<file path="config.mk">
export PLATFORM = sky130hd
export DESIGN_NAME = decodeStage
export DESIGN_NICKNAME = d
export VERILOG_FILES = /design/src/common/pipePkg.sv /design/src/decode/decodeStage.sv
export SDC_FILE = /design/constraint.sdc
export NUM_CORES = 1
export LEC_CHECK = 0
export BUFFER_PORTS_ARGS = -buffer_cell sky130_fd_sc_hd__buf_2
export CORE_AREA = 2 2 113 115
export DETAILED_ROUTE_END_ITERATION = 10
export DIE_AREA = 0 0 115 117
export PLACE_DENSITY_LB_ADDON = 0.12
export SYNTH_ARGS = -nofsm -noshare
export SYNTH_HDL_FRONTEND = slang
export SYNTH_SLANG_ARGS = --single-unit
export TNS_END_PERCENT = 30
</file>
<file path="constraint.sdc">
create_clock -name clk -period 4.5 [get_ports clk]
set_clock_uncertainty 0.15 [all_clocks]
set_input_delay 0.225 -clock clk [delete_from_list [all_inputs] [get_ports clk]]
set_output_delay 0.225 -clock clk [all_outputs]
set_load 0.01 [all_outputs]
</file>
<file path="src/common/pipePkg.sv">
package pipePkg;

    // Data path width and register index width
    localparam int XLEN = 32;
    localparam int REG_BITS = 5;
    localparam int NUM_REGS = 2 ** REG_BITS;

    // Data memory is word addressed through byte address bits 7 to 2
    localparam int DMEM_WORDS = 64;
    localparam int DMEM_IDX_BITS = $clog2(DMEM_WORDS);

    // The canonical nop is addi x0, x0, 0
    localparam logic [31:0] NOP_INSTR = 32'h0000_0013;

    // Major opcodes of the supported subset
    localparam logic [6:0] OP_RTYPE = 7'b0110011;
    localparam logic [6:0] OP_ITYPE = 7'b0010011;
    localparam logic [6:0] OP_LOAD = 7'b0000011;
    localparam logic [6:0] OP_STORE = 7'b0100011;
    localparam logic [6:0] OP_BRANCH = 7'b1100011;

    // Arithmetic funct3 values
    localparam logic [2:0] F3_ADD = 3'b000;
    localparam logic [2:0] F3_SLT = 3'b010;
    localparam logic [2:0] F3_XOR = 3'b100;
    localparam logic [2:0] F3_OR = 3'b110;
    localparam logic [2:0] F3_AND = 3'b111;

    // funct3 of lw and sw, and of beq
    localparam logic [2:0] F3_WORD = 3'b010;
    localparam logic [2:0] F3_BEQ = 3'b000;

    // funct7 that turns add into sub
    localparam logic [6:0] F7_SUB = 7'b0100000;

    typedef enum logic [2:0] {
        ALU_ADD,
        ALU_SUB,
        ALU_AND,
        ALU_OR,
        ALU_XOR,
        ALU_SLT
    } aluOpT;

    // Operand source for the execute stage
    typedef enum logic [1:0] {
        FWD_NONE = 2'b00,
        FWD_WB = 2'b01,
        FWD_MEM = 2'b10
    } fwdSelT;

endpackage

</file>
<file path="src/decode/decodeStage.sv">
`timescale 1ns/1ps

module decodeStage import pipePkg::*; (
    input logic clk,
    input logic rst,
    input logic stall,
    input logic flush,
    input logic [31:0] instrD,
    input logic [XLEN-1:0] pcD,
    output logic [REG_BITS-1:0] rs1D,
    output logic [REG_BITS-1:0] rs2D,
    input logic [XLEN-1:0] rdata1D,
    input logic [XLEN-1:0] rdata2D,
    output logic regWriteE,
    output logic memReadE,
    output logic memWriteE,
    output logic branchE,
    output logic aluSrcE,
    output aluOpT aluOpE,
    output logic [REG_BITS-1:0] rdE,
    output logic [REG_BITS-1:0] rs1E,
    output logic [REG_BITS-1:0] rs2E,
    output logic [XLEN-1:0] srcAE,
    output logic [XLEN-1:0] srcBE,
    output logic [XLEN-1:0] immE,
    output logic [XLEN-1:0] pcE
);

    logic [6:0] opcode;
    logic [2:0] funct3;
    logic [6:0] funct7;
    logic [XLEN-1:0] immI;
    logic [XLEN-1:0] immS;
    logic [XLEN-1:0] immB;
    logic [XLEN-1:0] immD;
    logic validD;
    logic usesRs2D;
    logic regWriteD;
    logic memReadD;
    logic memWriteD;
    logic branchD;
    logic aluSrcD;
    aluOpT aluOpD;

    assign opcode = instrD[6:0];
    assign funct3 = instrD[14:12];
    assign funct7 = instrD[31:25];

    // Sign extended immediates for the I, S and B formats
    assign immI = {{(XLEN-12){instrD[31]}}, instrD[31:20]};
    assign immS = {{(XLEN-12){instrD[31]}}, instrD[31:25], instrD[11:7]};
    assign immB = {{(XLEN-13){instrD[31]}}, instrD[31], instrD[7], instrD[30:25],
                   instrD[11:8], 1'b0};

    // Unused source fields read as x0 so they never trigger a false load-use stall
    assign rs1D = validD ? instrD[19:15] : '0;
    assign rs2D = (validD && usesRs2D) ? instrD[24:20] : '0;

    always_comb begin
        validD = 1'b0;
        usesRs2D = 1'b0;
        regWriteD = 1'b0;
        memReadD = 1'b0;
        memWriteD = 1'b0;
        branchD = 1'b0;
        aluSrcD = 1'b0;
        aluOpD = ALU_ADD;
        immD = immI;
        case (opcode)
            OP_RTYPE: begin
                validD = 1'b1;
                usesRs2D = 1'b1;
                regWriteD = 1'b1;
                // Shifts and sltu fall to the default and become a bubble
                case (funct3)
                    F3_ADD: aluOpD = (funct7 == F7_SUB) ? ALU_SUB : ALU_ADD;
                    F3_SLT: aluOpD = ALU_SLT;
                    F3_XOR: aluOpD = ALU_XOR;
                    F3_OR: aluOpD = ALU_OR;
                    F3_AND: aluOpD = ALU_AND;
                    default: validD = 1'b0;
                endcase
            end
            OP_ITYPE: begin
                // Only addi is part of the subset
                validD = (funct3 == F3_ADD);
                regWriteD = 1'b1;
                aluSrcD = 1'b1;
            end
            OP_LOAD: begin
                validD = (funct3 == F3_WORD);
                regWriteD = 1'b1;
                memReadD = 1'b1;
                aluSrcD = 1'b1;
            end
            OP_STORE: begin
                validD = (funct3 == F3_WORD);
                usesRs2D = 1'b1;
                memWriteD = 1'b1;
                aluSrcD = 1'b1;
                immD = immS;
            end
            OP_BRANCH: begin
                // beq compares its sources in execute and leaves the ALU result unused
                validD = (funct3 == F3_BEQ);
                usesRs2D = 1'b1;
                branchD = 1'b1;
                immD = immB;
            end
            default: validD = 1'b0;
        endcase
    end

    // Control half of the decode to execute register
    // Flush or an undecodable word leaves every enable low
    always_ff @(posedge clk) begin
        if (rst || flush || !validD) begin
            regWriteE <= 1'b0;
            memReadE <= 1'b0;
            memWriteE <= 1'b0;
            branchE <= 1'b0;
            rdE <= '0;
        end else begin
            regWriteE <= regWriteD;
            memReadE <= memReadD;
            memWriteE <= memWriteD;
            branchE <= branchD;
            rdE <= instrD[11:7];
        end
    end

    // Operand half keeps its old contents behind a load-use bubble
    always_ff @(posedge clk) begin
        if (!stall) begin
            aluSrcE <= aluSrcD;
            aluOpE <= aluOpD;
            rs1E <= rs1D;
            rs2E <= rs2D;
            srcAE <= rdata1D;
            srcBE <= rdata2D;
            immE <= immD;
            pcE <= pcD;
        end
    end

endmodule

</file>
**Word level (Yosys, flattened, before mapping)**

Index checks and enable logic that the tools add are counted.

- Multiplexer cells: 13
- Equality and inequality tests: 10
- Reductions and logical operators: 11

Operators by type and width:

| kind | number |
|---|---|
| $pmux 12 s2 | 1 |
| $eq 7x6->1 const B | 3 |
| $pmux 3 s5 | 1 |
| $mux 5 | 2 |
| $eq 3x3->1 const B | 3 |
| $reduce_or 3->1 | 3 |
| $mux 1 | 8 |
| $eq 7x2->1 const B | 1 |
| $eq 7x5->1 const B | 1 |
| $eq 7x7->1 const B | 1 |
| $reduce_or 5->1 | 1 |
| $reduce_or 2->1 | 2 |
| $eq 3x2->1 const B | 1 |
| $logic_not 3->1 | 1 |
| $pmux 1 s3 | 1 |
| $logic_or 1x1->1 | 2 |
| $logic_and 1x1->1 | 1 |
| $logic_not 1->1 | 1 |

- Register bits: 132
- Input port bits: 132
- Word-level logic and storage cells: 47
- Output and inout bits: 161

**Depth between registers and ports, before layout**

Gate-level depths: netlist of the first run.

- Word-level depth: 6
- Gate-level depth with buffers: 5
- Gate-level depth less buffers: 4

**Worst setup path after synthesis of the first run**

OpenSTA, ideal clock, no wires.

- Path kind: input-to-reg
- Start point: input port stall
- End point: register aluOpE[0] (enable)
- Arrival: 2.601 ns
- Required time: 3.875 ns
- Cell stages on the path: 1
- Library setup time: 0.475 ns
- Setup slack: 1.274 ns
- Cells stage by stage: inv_1

RTL lines:

| item | line | RTL |
|---|---|---|
| start: declaration | decodeStage.sv:6 | `input logic stall,` |
| end signal: assignment | decodeStage.sv:136 | `aluOpE <= aluOpD;` |
| end: declaration | decodeStage.sv:19 | `output aluOpT aluOpE,` |

No word-level cell between the ends.

**Worst setup path after layout of the first run**

- Start point: input port instrD[6]
- End point: output port rs1D[3]

- Cells in the longest elaborated chain, start to end: 4

RTL lines:

| item | line | RTL |
|---|---|---|
| start: declaration | decodeStage.sv:8 | `input logic [31:0] instrD,` |
| $eq 7x7->1 (tied with other cells) | decodeStage.sv:69 | `case (opcode)` |
| $reduce_or 2->1 (no source line) | - |  |
| $pmux 1 s3 (*) | decodeStage.sv:69 |  |
| $mux 5 (*) | decodeStage.sv:56 | `assign rs1D = validD ? instrD[19:15] : '0;` |
| end: declaration | decodeStage.sv:10 | `output logic [REG_BITS-1:0] rs1D,` |

Every way passes the cells marked *; elsewhere a longest branch is shown, timed or not.

==> flow_summary.yaml, run 1 <==
run_status:
  status: "complete, no violations"
logic_synthesis:
  netlist_top_cells_area: "edfxtp_1, dfxtp_1, buf_4"
  synth_most_common_cell: "edfxtp_1"
  avgSynthCellArea_sq_um: 20.5
  synth_nets: 351
  synth_common_cells: "edfxtp_1, buf_4, dfxtp_1, nor2_1"
  synth_top_area_share_pct: 82.4
  synthCells: 219
  ys_async_sr_fraction_pct: 0
  ys_ff_latch: 132
  synthFlopType: "edfxtp_1"
  ys_warn_count: 0
  synth-edff-count: 123
  seq_area_frac_synth_pct: 86.4
  syn_area_sq_um: 4480
  ys_types: 35
  netlist.top_cell.by_area: "edfxtp_1"
floorplan:
  die_x_um: 115
  dieHeight_um: 117
  initial_core_util_pct: 36.4
  rows: 41
  die_area_sq_um: 13500
  ioPinCount: 293
  coreArea_sq_um: 12300
grt:
  grt_pass1_vias: 3438
  overflow: 0
  grt_max_degree: 47
  grt_use_total_pct: 18.2
  grt_first_pass_wirelength_mm: 17.9
  antenna_found_initial: 0
clock_network:
  cts_sinks: 132
  numCtsBuffers: 17
  cts_tree: "built"
  clock_path_buffers: 2
  cts_setup_buffers: 0
  clkTransAtPathRegs_ns: 0.05
  ctsRootBufferMaster: "clkbuf_16"
  htreeDepth: 4
finish:
  finalNetCount: 761
  multi_input_area_sq_um: 439
  nFillCells: 929
  area_growth_pct: 72.4
  antennaDiodeCount: 0
  seq_area_sq_um: 3870
  finalNonFillerCells: 792
  drive_gt1_share_pct: 52.2
detailed_routing:
  wl_per_cell_um: 16.1
  ant_nets: 0
  route.detailed.drc: 0
  drtPass1Iterations: 4
  wl_mm: 12.8
  drtIter0Drc: 188
  num_vias: 3460
  viasPerCell: 4.37
timing:
  worst_slew_pin_slew_ns: 0.563
  relSlewSlack_pct: 62.5
  period_share_pct: 52.6
  final_max_slew_viol_count: 0
  finalSetupViolations: 0
  grt_setup_unrepaired: "false"
  finalSetupTns_ns: 0
  clock.fmax_ghz: 0.423
  hold_viol_final: 0
  setup_ws_ns: 2.13
  min_period_ns: 2.37
critical_path:
  path_max_fanout: 14
  crit_arrival_ns: 1.99
  cp-start-kind: "primary input"
  path_depth: 6
  critical_path_class: "primary input to primary output"
  critical-path-slowest-cell: "dlygate4sd3_1"
  cpMostUsedCell: "buf_2"
  path_buf_inv: 3
  critPathRequiredTime_ns: 4.12
  slowest_delay_ns: 0.53
  crit_chain: "dlygate4sd3_1 > buf_2 > or3_1 > o211ai_2 > and3_1 > buf_2"
  cp_top_family: "buffers and inverters"
  end_kind: "primary output"
place:
  place.port_buffers: 292
  dp_slack_ns: 2.54
  placedCellCount: 641
  dp_hpwl_mm: 8.64
  place.gp.congestion: 0.806
power:
  ir_drop_v: 0.000182
  powerDensity_nw_per_um2: 399
  p_leak_nw: 3.40
flow_run:
  max_cap_violations: 0
min_path:
  min_path_type: "primary input to register"
  hold_depth: 3
[cells in the final DEF, fill, tap and decap left out, drive strengths merged]
cell	Yosys	final
a211o	1	1
a21oi	1	1
a31oi	1	1
and2	5	5
and2b	1	1
and3	5	5
and4	6	6
and4b	1	1
and4bb	2	2
buf	20	294
bufinv	0	2
clkbuf	2	20
clkinv	0	8
clkinvlp	0	2
dfxtp	9	9
dlygate4sd3	0	119
edfxtp	123	123
inv	2	2
mux2	5	5
nand2	6	6
nand2b	2	2
nand3	5	5
nor2	8	8
nor2b	1	1
nor3	2	2
nor3b	2	2
nor4	2	2
nor4b	1	1
o211ai	1	1
o21ai	1	1
o221ai	1	1
or3	1	1
or4	1	1
xnor2	1	1
[where the power goes]
group | switching [mW] | internal (mW)
sequential | 0.0229 | 1.44
clock | 0.474 | 0.803
combinational | 0.166 | 0.179
total | 0.663 | 2.42
[worst paths after layout]
check | start | slack [ns] | end
hold / removal | rst | 0.04 | memWriteE$_SDFF_PP0_
setup / recovery | instrD[6] | 2.13 | rs1D[3]
[metal layers]
metal  up-vias  routed length, um  global-route usage (%)
li1       1659                  -                       -
met1      1616               4540                    18.8
met2       168               6730                    32.5
met3        17               1310                    7.83
met4         0                207                    7.71
met5         -                  0                       0
[final cells by class]
class | count | share of cell area [%]
clock buffers | 20 | 5.65
well taps | 150 | 2.43
multi-input cells | 63 | 5.68
inverters | 2 | 0.130
flip-flops and latches | 132 | 50.1
clock inverters | 12 | 1.47
repair buffers | 413 | 34.5
[sequential cells by signal (all words and copies together) (netlist names), 3 cells and up]
| signal | flops |
|---|---|
| aluOpE | 3 |
| srcBE | 32 |
| rdE | 5 |
| immE | 13 |
| pcE | 32 |
| rs1E | 5 |
| rs2E | 5 |
| srcAE | 32 |
[logic make-up (layout without fill, tap and decap cells)]
family          Yosys count  in the layout  share of synthesized area, %
xor+xnor                  1              1                         0.195
buf+inv                  24            447                          3.77
flops                   132            132                          86.4
mux                       5              5                          1.26
simple gates             51             51                          7.29
compound gates            6              6                          1.06
[through the flow]
stage	hold slack (ns)	util [%]	area, sq um	power, mW
after floorplan	0.174	-	4480	1.60
after detailed placement	0.253	48.6	5990	1.75
after CTS	0.00920	62.8	7730	3.11
after global placement	0.252	48.6	5990	1.74
final	0.0366	62.8	7730	3.08
after global routing	0.0428	62.8	7730	3.20
[timing repair]
action,4_1_cts,5_1_grt
endpoints found under the hold margin,124,0
hold buffers,119,0
resized for setup,0,0
Power figures use the tool's default switching activity.
==> run 2, diff against run 1 <==
--- a/config.mk
+++ b/config.mk
@@ -5,6 +5,7 @@
 export SDC_FILE = /design/constraint.sdc
 export NUM_CORES = 1
 export LEC_CHECK = 0
+export ABC_AREA = 1
 export BUFFER_PORTS_ARGS = -buffer_cell sky130_fd_sc_hd__buf_2
 export CORE_AREA = 2 2 113 115
 export DETAILED_ROUTE_END_ITERATION = 10
==> constraint.sdc (replaced) <==
create_clock -name clk -period 2 [get_ports clk]
set_clock_uncertainty 0.15 [all_clocks]
set_input_delay 0.1 -clock clk [delete_from_list [all_inputs] [get_ports clk]]
set_output_delay 0.1 -clock clk [all_outputs]
set_load 0.01 [all_outputs]
==> run 2 against run 1 <==
  * Area after synthesis is 0.89% higher
  * Via count is 5.0% higher
  * Sequential share of layout area decreased by 1.9 points
  * Critical endpoint is now memWriteE$_SDFF_PP0_
  * Wire length increased by 4.7%
  * Cell count is 6.7% higher
  * Setup slack got worse by 2.0 ns
  * Die area did not move
  * Clock power up 140%
  * Sequential power increased by 130%
  * Combinational power grew 130%
==> flow_summary.yaml, run 2 <==
run_status:
  status: "complete, no violations"
timing:
  final_max_slew_viol_count: 0
  finalSetupViolations: 0
  hold_viol_final: 0
  relSlewSlack_pct: 70.8
  worst_slew_pin_slew_ns: 0.438
  setup_ws_ns: 0.113
  grt_setup_unrepaired: "false"
  min_period_ns: 1.89
  period_share_pct: 94.4
  holdWs_ns: 0.0246
  clock.fmax_ghz: 0.530
  finalSetupTns_ns: 0
logic_synthesis:
  ys_types: 23
  netlist_top_cells_area: "edfxtp_1, dfxtp_1, buf_4"
  synthFlopType: "edfxtp_1"
  synth_most_common_cell: "edfxtp_1"
  syn_area_sq_um: 4520
  synth-edff-count: 123
  ys_ff_latch: 132
  ys_async_sr_fraction_pct: 0
  avgSynthCellArea_sq_um: 18.0
  synthCells: 251
  netlist.top_cell.by_area: "edfxtp_1"
  synth_nets: 383
  synth_top_area_share_pct: 81.7
  ys_warn_count: 0
  seq_area_frac_synth_pct: 85.7
  synth_common_cells: "edfxtp_1, inv_1, nand2_1, buf_4, nor2_1"
floorplan:
  die_x_um: 115
  coreArea_sq_um: 12300
  dieHeight_um: 117
  ioPinCount: 293
  rows: 41
  die_area_sq_um: 13500
  initial_core_util_pct: 36.7
finish:
  utilization_pct: 65.2
  largestRegisters: "pcE (32), srcAE (32), srcBE (32)"
  final_cell_mix: "buf_2, dlygate4sd3_1, edfxtp_1"
  area_growth_pct: 77.6
  drive_gt1_share_pct: 50.2
  finalNetCount: 815
  final_common_cell: "buf_2"
  nFillCells: 925
  antennaDiodeCount: 0
place:
  dp_slack_ns: 0.518
  place.gp.congestion: 0.746
  dp_hpwl_mm: 8.78
  place.port_buffers: 292
grt:
  grt_max_degree: 57
  grt_first_pass_wirelength_mm: 18.9
  antenna_found_initial: 0
  overflow: 0
  grt_use_total_pct: 19.1
  grt_pass1_vias: 3640
min_path:
  hold_path_startpoint: "instrD[6]"
  hold_depth: 4
  holdPathEnd: "aluOpE[1]$_SDFFCE_PN0N_"
  min_path_type: "primary input to register"
critical_path:
  slowest_delay_ns: 0.66
  critical-path-slowest-cell: "dlygate4sd3_1"
  crit_chain: "buf_2 > dlygate4sd3_1 > nand2_1 > nor2_1 > nand3_2 > nand3_4 > nand2_8 > dlygate4sd3_1 > nor2_2"
  critPathRequiredTime_ns: 2.20
  crit_arrival_ns: 2.09
  cp-start-kind: "primary input"
  end_kind: "register"
  path_max_fanout: 7
  critical_path_class: "primary input to register"
  cp_top_family: "buffers and inverters"
  cpMostUsedCell: "dlygate4sd3_1"
  path_buf_inv: 3
clock_network:
  cts_sinks: 132
  numCtsBuffers: 17
  cts_tree: "built"
  clkTransAtPathRegs_ns: 0.06
  htreeDepth: 4
  ctsRootBufferMaster: "clkbuf_16"
  clock_path_buffers: 2
detailed_routing:
  num_vias: 3634
  wl_mm: 13.4
  wl_per_cell_um: 15.8
  viasPerCell: 4.30
  drtIter0Drc: 286
  drtPass1Iterations: 4
  ant_nets: 0
  route.detailed.drc: 0
power:
  p_leak_nw: 3.64
  p_total_mw: 7.10
  powerDensity_nw_per_um2: 884
  ir_drop_v: 0.000486
flow_run:
  max_cap_violations: 0
## run 2: report_power, final
part	switching, mW	total, mW	internal (mW)
clock network	1.08	3.01	1.93
logic	0.379	0.795	0.416
registers	0.0529	3.29	3.24
## run 2: per-stage QoR
step                      area [sq um]  std cells
final                             8030        845
after detailed placement          6080        677
after global routing              8030        845
after global placement            6080        677
after CTS                         8020        845
after floorplan                   4530        251
## run 2: worst max path at each step
stage / from / end / depth (start not counted) / slack, ns
finish: instrD[13] / memWriteE$_SDFF_PP0_ / 9 / 0.11
global route: instrD[13] / rs2D[3] / 9 / 0.004
CTS: instrD[13] / rs2D[2] / 9 / 0.06
detailed placement: instrD[3] / rs2D[2] / 9 / 0.52
global placement: instrD[2] / rs2D[2] / 9 / 0.59
floorplan: stall / aluOpE[0]$_SDFFCE_PN0N_ / 1 / -0.41
## run 2: layout make-up
type                       count  area, sq um  area share, %
clock buffer                  19          433           5.39
clock inverter                12          138           1.71
inverter                      28          109           1.36
multi-input combinational     72          410           5.11
sequential                   132         3870           48.2
tap                          150          188           2.34
timing repair buffer         432         2880           35.8
## run 2: cells by family after synthesis
logic type	synth area share, %
AO/OA/AOI/OAI	1.08
buffers and inverters	5.48
flip-flops	85.7
AND/OR/NAND/NOR	7.78
## run 2: routing by layer
layer	vias to the layer above	global-route usage [%]	wire [um]
met5	-	0	0
met4	0	7.47	264
met1	1702	19.9	4740
met2	166	35.1	7310
li1	1739	-	-
met3	27	6.95	1060
## run 2: timing repair
item / in CTS / in global routing
setup buffers: 0 / 1
hold endpoints to repair: 132 / 0
hold buffers: 137 / 0
gates resized for setup: 0 / 4
endpoints found under the setup margin: 0 / 9
